==> config.mk <==
export PLATFORM = sky130hd
export DESIGN_NAME = arm_core
export DESIGN_NICKNAME = d
export VERILOG_FILES = /design/src/common/arm_pkg.sv /design/src/core/arm_core.sv /design/src/core/decode.sv /design/src/core/execute_unit.sv /design/src/core/forward_unit.sv /design/src/core/operand_shifter.sv /design/src/core/reg_file.sv /design/src/verilog/pipe_stage.sv
export SDC_FILE = /design/constraint.sdc
export NUM_CORES = 2
export LEC_CHECK = 0
export ABC_AREA = 1
export CAP_MARGIN = 10
export CORE_ASPECT_RATIO = 0.8
export CORE_UTILIZATION = 45
export DETAILED_ROUTE_END_ITERATION = 8
export DONT_BUFFER_PORTS = 1
export PLACE_DENSITY = 0.74
export SETUP_SLACK_MARGIN = 0.2
export SYNTH_ARGS = -nofsm -noshare
export SYNTH_HDL_FRONTEND = slang
export SYNTH_SLANG_ARGS = --single-unit
==> constraint.sdc <==
create_clock -name clk -period 17.51 [get_ports clk]
set_clock_uncertainty 0.1 [all_clocks]
set_input_delay 3.502 -clock clk [delete_from_list [all_inputs] [get_ports clk]]
set_output_delay 3.502 -clock clk [all_outputs]
set_load 0.02 [all_outputs]
==> src/common/arm_pkg.sv <==
// Shared widths, encodings and stage structs for the three-stage ARM datapath; import into every stage
package arm_pkg;

  localparam int data_w        = 32;
  localparam int reg_addr_w    = 4;
  localparam int num_regs      = 16;
  localparam int shift_field_w = 12;

  // Instruction class field, bits 27:25
  localparam logic [2:0] cls_dp_reg = 3'b000;
  localparam logic [2:0] cls_dp_imm = 3'b001;

  typedef logic [data_w-1:0]     word_t;
  typedef logic [reg_addr_w-1:0] reg_idx_t;
  typedef logic [31:0]           instr_t;

  // Same order as the opcode field, bits 24:21
  typedef enum logic [3:0] {
    OP_AND, OP_EOR, OP_SUB, OP_RSB,
    OP_ADD, OP_ADC, OP_SBC, OP_RSC,
    OP_TST, OP_TEQ, OP_CMP, OP_CMN,
    OP_ORR, OP_MOV, OP_BIC, OP_MVN
  } alu_op_e;

  typedef enum logic [1:0] {
    LSL, LSR, ASR, ROR
  } shift_e;

  typedef struct packed {
    logic n;
    logic z;
    logic c;  // Set on carry out, or on borrow for subtractions
    logic v;
  } flags_t;

  typedef struct packed {
    alu_op_e                  op;
    logic                     set_flags;  // S bit of a supported instruction
    logic                     write;      // Writes rd at retire
    logic                     imm;        // Rotated immediate operand
    reg_idx_t                 rn;
    reg_idx_t                 rm;
    reg_idx_t                 rd;
    logic [shift_field_w-1:0] shift_field;
  } ctrl_t;

  // ID/EX payload
  typedef struct packed {
    ctrl_t ctrl;
    word_t rn_value;
    word_t rm_value;
  } ex_payload_t;

  // EX/WB payload, also the forwarding source
  typedef struct packed {
    reg_idx_t rd;
    logic     write;
    word_t    result;
  } wb_payload_t;

  typedef struct packed {
    logic     valid;
    logic     write;
    reg_idx_t rd;
    word_t    result;
    flags_t   flags;  // Status after this instruction
  } retire_t;

endpackage

==> src/core/arm_core.sv <==
// Top level of the three-stage data-processing core; drive instr with instr_valid, watch retire
`timescale 1ns/100ps
module arm_core import arm_pkg::*; (
  input  logic    clk,
  input  logic    reset,
  input  logic    instr_valid,
  input  instr_t  instr,
  output retire_t retire
);

  logic        id_valid;
  instr_t      id_instr;
  ctrl_t       id_ctrl;
  word_t       rn_file, rm_file;
  word_t       rn_value, rm_value;
  ex_payload_t id_payload, ex_payload;
  logic        ex_valid, wb_valid;
  wb_payload_t ex_result, wb_payload;
  flags_t      flags;

  // Input register feeding decode
  always_ff @(posedge clk or posedge reset) begin
    if (reset) id_valid <= 1'b0;
    else       id_valid <= instr_valid;
  end

  always_ff @(posedge clk) begin
    id_instr <= instr;
  end

  decode u_decode (.instr(id_instr), .valid(id_valid), .ctrl(id_ctrl));

  reg_file u_reg_file (
    .clk, .reset,
    .rn(id_ctrl.rn), .rm(id_ctrl.rm),
    .rn_data(rn_file), .rm_data(rm_file),
    .we(wb_valid && wb_payload.write), .wa(wb_payload.rd), .wd(wb_payload.result)
  );

  forward_unit u_forward (
    .rn(id_ctrl.rn), .rm(id_ctrl.rm),
    .rn_file, .rm_file,
    .ex_fwd(ex_result), .wb_fwd(wb_payload),
    .ex_valid, .wb_valid,
    .rn_value, .rm_value
  );

  assign id_payload = '{ctrl: id_ctrl, rn_value: rn_value, rm_value: rm_value};

  pipe_stage #(.payload_t(ex_payload_t)) u_id_ex (
    .clk, .reset,
    .valid_in(id_valid), .data_in(id_payload),
    .valid_out(ex_valid), .data_out(ex_payload)
  );

  execute_unit u_execute (
    .clk, .reset,
    .valid(ex_valid), .ctrl(ex_payload.ctrl),
    .rn_value(ex_payload.rn_value), .rm_value(ex_payload.rm_value),
    .result(ex_result), .flags
  );

  pipe_stage #(.payload_t(wb_payload_t)) u_ex_wb (
    .clk, .reset,
    .valid_in(ex_valid), .data_in(ex_result),
    .valid_out(wb_valid), .data_out(wb_payload)
  );

  // Flags register was loaded on the same edge as EX/WB
  assign retire = '{valid:  wb_valid,
                    write:  wb_valid && wb_payload.write,
                    rd:     wb_payload.rd,
                    result: wb_payload.result,
                    flags:  flags};

endmodule

==> src/core/decode.sv <==
// Decodes a raw data-processing instruction into the control struct used by the later stages
`timescale 1ns/100ps
module decode import arm_pkg::*; (
  input  instr_t instr,
  input  logic   valid,
  output ctrl_t  ctrl
);

  logic dp_imm;
  logic dp_reg;
  logic supported;
  logic compare_only;

  assign dp_imm = (instr[27:25] == cls_dp_imm);
  assign dp_reg = (instr[27:25] == cls_dp_reg) && !instr[4];  // Immediate shift amount only
  assign supported = valid && (dp_imm || dp_reg);

  // TST, TEQ, CMP and CMN share the 10xx opcode pattern
  assign compare_only = (instr[24:23] == 2'b10);

  always_comb begin
    ctrl             = '0;
    ctrl.op          = alu_op_e'(instr[24:21]);
    ctrl.imm         = dp_imm;
    ctrl.rn          = instr[19:16];
    ctrl.rd          = instr[15:12];
    ctrl.rm          = instr[3:0];
    ctrl.shift_field = instr[11:0];
    if (supported) begin
      ctrl.set_flags = instr[20];
      ctrl.write     = !compare_only;
    end
  end

endmodule

==> src/core/execute_unit.sv <==
// Execute stage with the ALU, NZCV generation and the status register; feeds EX/WB and forwarding
`timescale 1ns/100ps
module execute_unit import arm_pkg::*; (
  input  logic        clk,
  input  logic        reset,
  input  logic        valid,
  input  ctrl_t       ctrl,
  input  word_t       rn_value,
  input  word_t       rm_value,
  output wb_payload_t result,
  output flags_t      flags
);

  word_t       op_b;
  word_t       x, y;
  logic        cin;
  logic        sub;
  logic        arith;
  logic [32:0] arith_sum;
  word_t       res;
  flags_t      next_flags;

  operand_shifter u_shifter (
    .rm_value, .field(ctrl.shift_field), .imm(ctrl.imm), .operand(op_b)
  );

  // Adder inputs; reversed ops swap the operands
  always_comb begin
    x     = rn_value;
    y     = op_b;
    cin   = 1'b0;
    sub   = 1'b1;
    arith = 1'b1;
    case (ctrl.op)
      OP_ADD, OP_CMN: sub = 1'b0;
      OP_ADC: begin
        sub = 1'b0;
        cin = flags.c;
      end
      OP_SUB, OP_CMP: ;
      OP_SBC: cin = flags.c;  // C holds the last borrow
      OP_RSB: begin
        x = op_b;
        y = rn_value;
      end
      OP_RSC: begin
        x   = op_b;
        y   = rn_value;
        cin = flags.c;
      end
      default: arith = 1'b0;
    endcase
  end

  // Bit 32 is carry out for adds and borrow for subtracts
  assign arith_sum = sub ? {1'b0, x} - {1'b0, y} - 33'(cin)
                         : {1'b0, x} + {1'b0, y} + 33'(cin);

  always_comb begin
    case (ctrl.op)
      OP_AND, OP_TST: res = rn_value & op_b;
      OP_EOR, OP_TEQ: res = rn_value ^ op_b;
      OP_ORR:         res = rn_value | op_b;
      OP_MOV:         res = op_b;
      OP_BIC:         res = rn_value & ~op_b;
      OP_MVN:         res = ~op_b;
      default:        res = arith_sum[data_w-1:0];
    endcase
  end

  always_comb begin
    next_flags   = flags;  // Logical ops keep C and V
    next_flags.n = res[data_w-1];
    next_flags.z = (res == '0);
    if (arith) begin
      next_flags.c = arith_sum[data_w];
      next_flags.v = ((x[data_w-1] ^ y[data_w-1]) == sub) && (x[data_w-1] ^ res[data_w-1]);
    end
  end

  always_ff @(posedge clk or posedge reset) begin
    if (reset)                       flags <= '0;
    else if (valid && ctrl.set_flags) flags <= next_flags;
  end

  assign result = '{rd: ctrl.rd, write: ctrl.write, result: res};

  // Status only moves for a valid instruction with S set
  assert property (@(posedge clk) disable iff (reset)
    !(valid && ctrl.set_flags) |=> $stable(flags));

endmodule

==> src/core/forward_unit.sv <==
// Picks the freshest Rn and Rm values from EX, WB or the register file for the decode stage
`timescale 1ns/100ps
module forward_unit import arm_pkg::*; (
  input  reg_idx_t    rn,
  input  reg_idx_t    rm,
  input  word_t       rn_file,
  input  word_t       rm_file,
  input  wb_payload_t ex_fwd,
  input  wb_payload_t wb_fwd,
  input  logic        ex_valid,
  input  logic        wb_valid,
  output word_t       rn_value,
  output word_t       rm_value
);

  function automatic logic hit(wb_payload_t stage, logic stage_valid, reg_idx_t src);
    return stage_valid && stage.write && (stage.rd == src);
  endfunction

  // EX holds the younger result, so it wins over WB
  function automatic word_t pick(reg_idx_t src, word_t file_value);
    if (hit(ex_fwd, ex_valid, src))      return ex_fwd.result;
    else if (hit(wb_fwd, wb_valid, src)) return wb_fwd.result;
    else                                 return file_value;
  endfunction

  always_comb begin
    rn_value = pick(rn, rn_file);
    rm_value = pick(rm, rm_file);
  end

  // A value other than the file's must come from a stage that writes that register
  always_comb begin
    assert final (rn_value == rn_file || hit(ex_fwd, ex_valid, rn) || hit(wb_fwd, wb_valid, rn));
    assert final (rm_value == rm_file || hit(ex_fwd, ex_valid, rm) || hit(wb_fwd, wb_valid, rm));
  end

endmodule

==> src/core/operand_shifter.sv <==
// Forms the ALU second operand from a rotated immediate or an immediate-shifted Rm
`timescale 1ns/100ps
module operand_shifter import arm_pkg::*; (
  input  word_t                    rm_value,
  input  logic [shift_field_w-1:0] field,
  input  logic                     imm,
  output word_t                    operand
);

  logic [4:0] rot_amt;
  logic [4:0] shift_amt;
  shift_e     kind;

  function automatic word_t ror(word_t value, logic [4:0] amount);
    logic [2*data_w-1:0] dbl;
    dbl = {value, value} >> amount;
    return dbl[data_w-1:0];
  endfunction

  assign rot_amt   = {field[11:8], 1'b0};  // Twice the rotate field
  assign shift_amt = field[11:7];
  assign kind      = shift_e'(field[6:5]);

  // Amount 0 passes Rm through for every kind
  always_comb begin
    if (imm) begin
      operand = ror({24'b0, field[7:0]}, rot_amt);
    end else begin
      case (kind)
        LSL:     operand = rm_value << shift_amt;
        LSR:     operand = rm_value >> shift_amt;
        ASR:     operand = word_t'($signed(rm_value) >>> shift_amt);
        default: operand = ror(rm_value, shift_amt);
      endcase
    end
  end

endmodule

==> src/core/reg_file.sv <==
// Sixteen general registers with two combinational reads and one write from writeback
`timescale 1ns/100ps
module reg_file import arm_pkg::*; (
  input  logic     clk,
  input  logic     reset,
  input  reg_idx_t rn,
  input  reg_idx_t rm,
  output word_t    rn_data,
  output word_t    rm_data,
  input  logic     we,
  input  reg_idx_t wa,
  input  word_t    wd
);

  word_t regs [num_regs];

  always_ff @(posedge clk or posedge reset) begin
    if (reset) begin
      for (int i = 0; i < num_regs; i++) begin
        regs[i] <= '0;
      end
    end else if (we) begin
      regs[wa] <= wd;
    end
  end

  // No write-through; WB forwarding covers the write cycle
  assign rn_data = regs[rn];
  assign rm_data = regs[rm];

endmodule

==> src/verilog/pipe_stage.sv <==
// Generic pipeline register with a valid bit; instantiate once per stage with its payload type
`timescale 1ns/100ps
module pipe_stage #(
  parameter type payload_t = logic
) (
  input  logic     clk,
  input  logic     reset,
  input  logic     valid_in,
  input  payload_t data_in,
  output logic     valid_out,
  output payload_t data_out
);

  always_ff @(posedge clk or posedge reset) begin
    if (reset) valid_out <= 1'b0;
    else       valid_out <= valid_in;
  end

  always_ff @(posedge clk) begin
    data_out <= data_in;  // Qualified by valid_out
  end

  // Upstream is still empty on the first edge after reset drops
  assert property (@(posedge clk) $fell(reset) |=> !valid_out);

endmodule
==> flow_summary.yaml <==
setup_path:
  critical_path.startpoint_type: "register"
  path_class: "reg2reg"
  timing.critical_path.buf_inv: 5
  cpPeakStageDelay_ps: 890
  critPathMostFrequentCell: "nand2_1"
  end_kind: "register"
  crit_arrival_ps: 8250
  critical_path_required_ps: 18010
  path_max_fanout: 73
  slowest_stage: "o21ai_0"
  crit_family: "simple AND/OR/NAND/NOR gates"
pwr:
  p_int_uw: 2850
  vdd_drop_max_v: 0.0000817
  p_seq_share_pct: 39.7
  pwr-share-comb_pct: 29.9
  power_density_nw_per_um2: 103
  p_leak_uw: 0.0202
  p_switching_uw: 1890
  swShare_pct: 39.9
  pwr-share-clk_pct: 30.3
floorplanning:
  ios: 77
  die_h_microns: 281
  rows: 102
  initial_core_util_pct: 45.4
  fp.coreArea_sq_um: 96700
  fp.dieW_microns: 351
  die_area_sq_um: 98900
route:
  postRouteAntennaNets: 0
  viasPerCell: 6.34
  drt_iter0_drc: 7883
  drt_wl_total_microns: 171000
  drc: 0
  vias: 46800
  drt_first_pass_iters: 7
  wl_per_cell_microns: 23.2
placement:
  io_buffers: 0
  detailed_place_hpwl_microns: 108000
  finalWeightedCongestion: 1.05
global_route:
  grt_usage_pct: 33.9
  grt_pass1_vias: 42000
  grt_first_pass_wirelength_microns: 257000
  grt_max_degree: 179
  grt_overflow: 0
  antenna_found_initial: 2
logic_synthesis:
  yosys.area.top_type_share_pct: 29.6
  synthMuxAreaShare_pct: 0.0228
  synth_cell_types: 59
  synth_top_family_by_area: "compound AO/OA/AOI/OAI gates"
  synth-xor-area-share_pct: 0.419
  synthCells: 6404
  synth_adder_area_share_pct: 3.59
  syn_avg_cell_area_sq_um: 6.86
  synth_seq_cells: 671
  synthSimpleGateAreaFrac_pct: 22.8
  ys_warn_count: 0
  synth.area.top_cells: "dfrtp_1 30%, o21ai_0 16%, nand2_1 12%"
  synth_seq_area_share_pct: 36.5
  synth_top_area_cell: "dfrtp_1"
  synth_nets: 6564
  synth_edf_count: 0
  synth_compound_area_share_pct: 27.8
  ys.flop_type: "dfrtp_1"
  syn-cell-area_sq_um: 43900
  synthArstFlopShare_pct: 77.3
layout:
  layout-drive-gt1-share_pct: 4.81
  fill_cells: 9687
  area_growth_pct: 5.18
  layout.nets: 6195
clock_tree:
  cts_tree: "yes"
  hold_buffers: 0
  cts_resized: 0
  insertion_delay_ps: 670
  cts_root_buf: "clkbuf_16"
  htree_levels: 3
  clk_pin_slew_ps: 60
  cts.sinks: 671
  cts_made_buffers: 68
  cts_max_path_buffers: 3
  post-cts-setup-buffer-count: 0
sta:
  layout_worst_path_cycle_share_pct: 44.3
  setup_tns_ps: 0
  finalCriticalPeriod_ps: 7750
  hold_violations: 0
  setup_viol: 0
  fmax_mhz: 129
  tightestPinTransition_ps: 1340
  relSlewSlack_pct: 9.82
  rsz0062_at_grt: "false"
  fin_hold_ws_ps: 226
  slew_violations: 0
run:
  drv_cap: 0
run_status:
  outcome: "finished, final reports clean"
min_path:
  min_path_type: "reg2reg"
==> layout make-up <==
cell class                      instances  area, sq um  area share [%]
Antenna cell                            1         2.50         0.00542
Clock buffer                           99         1920            4.15
Clock inverter                         22          198           0.428
Inverter                              451         1710            3.71
Multi-Input combinational cell       4767        24100            52.1
Sequential cell                       671        16100            34.8
Tap cell                             1300         1630            3.52
Timing Repair Buffer                   76          596            1.29
==> worst register-to-register path: cells and delay by family, from the launching register on <==
family / cells / cell delay [ps]
flops: 1 / 310
xor+xnor: 1 / 100
fa+ha+maj: 2 / 580
simple gates: 17 / 3110
buf+inv: 5 / 1250
compound gates: 7 / 2230
==> cells in the final DEF (no fill, tap or decap), types with 10 or more instances in the layout <==
cell and count:
inv_2 14, nand3_1 394, buf_4 74, o211ai_1 104, xor2_1 16, ha_1 123
inv_1 425, nand4_1 11, dfxtp_1 141, nand3_2 13, a211oi_1 67, o221ai_1 130
o21ai_0 1392, nand2_1 1336, clkbuf_1 22, nor3_1 18, o21a_1 15, a21oi_1 283
o32ai_1 16, a31oi_1 10, nor2_1 589, clkbuf_16 69, a32o_1 11, nand2_2 42
dfrtp_1 519, o21ai_1 33, o22ai_1 64
==> worst paths after layout <==
path,slack [ps],to,cells after the start,startpoint
hold reg to reg,230,u_id_ex.data_out[72]$_DFF_P_,0,id_instr[8]$_DFF_P_
setup / recovery,9760,u_execute.flags[2]$_DFFE_PP0P_,32,u_id_ex.data_out[74]$_DFF_P_
min in group asynchronous,2700,u_reg_file.regs[241]$_DFFE_PP0P_,1,reset
max in group asynchronous,11810,u_reg_file.regs[170]$_DFFE_PP0P_,4,reset
setup reg to reg,9760,u_execute.flags[2]$_DFFE_PP0P_,32,u_id_ex.data_out[74]$_DFF_P_
hold / removal,230,u_id_ex.data_out[72]$_DFF_P_,0,id_instr[8]$_DFF_P_
==> kinds of logic (layout without fill, tap and decap cells) <==
logic type / after synthesis / count (layout)
simple gates: 2446 / 2446
compound gates: 2174 / 2174
buf+inv: 966 / 648
flops: 671 / 671
fa+ha+maj: 125 / 125
xor+xnor: 21 / 21
mux: 1 / 1
other cells: 0 / 1
==> sequential cells by signal, summed over array words and instances, names as in the netlist <==
register	count
u_ex_wb.data_out	37
u_execute.flags	4
id_instr	28
u_id_ex.valid_out	1
u_reg_file.regs	512
u_id_ex.data_out	87
id_valid	1
u_ex_wb.valid_out	1
==> through the flow <==
stage | power [uW] | worst slack [ps] | util, % | std cells | area, sq um
final | 4740 | 9760 | 47.8 | 7387 | 46200
after global routing | 4940 | 9640 | 47.8 | 7386 | 46200
after CTS | 4670 | 10350 | 47.8 | 7386 | 46200
after detailed placement | 3250 | 10400 | 45.6 | 7265 | 44100
after global placement | 3230 | 10350 | 45.6 | 7265 | 44100
after floorplan | 2810 | 6860 | - | 6404 | 43900
==> power groups by stage <==
stage | logic [uW] | clock network (uW) | registers, uW
global placement | 1330 | 0 | 1900
detailed placement | 1350 | 0 | 1900
global route | 1550 | 1510 | 1890
CTS | 1360 | 1440 | 1870
finish | 1420 | 1440 | 1880
floorplan | 1030 | 0 | 1780
==> Yosys cell counts, types with 19 or more instances <==
cell and n:
ha_1 123, buf_2 32, o211ai_1 104, o221ai_1 130, inv_1 435, buf_4 46
dfrtp_1 519, dfxtp_1 152, nor2_1 590, a21oi_1 283, o22ai_1 64, nand3_1 398
buf_1 34, o21ai_0 1392, nand2_2 28, clkbuf_1 396, nor3_1 19, o21ai_1 33
a211oi_1 67, nand2_1 1350
==> metal layers <==
layer  GRT usage [%]  routed length (microns)
met4            16.4                     8470
met3            12.7                    27500
met5               0                       30
met2            45.6                    66600
met1            47.1                    68800
Note: power is estimated with default switching activity, not from simulation.
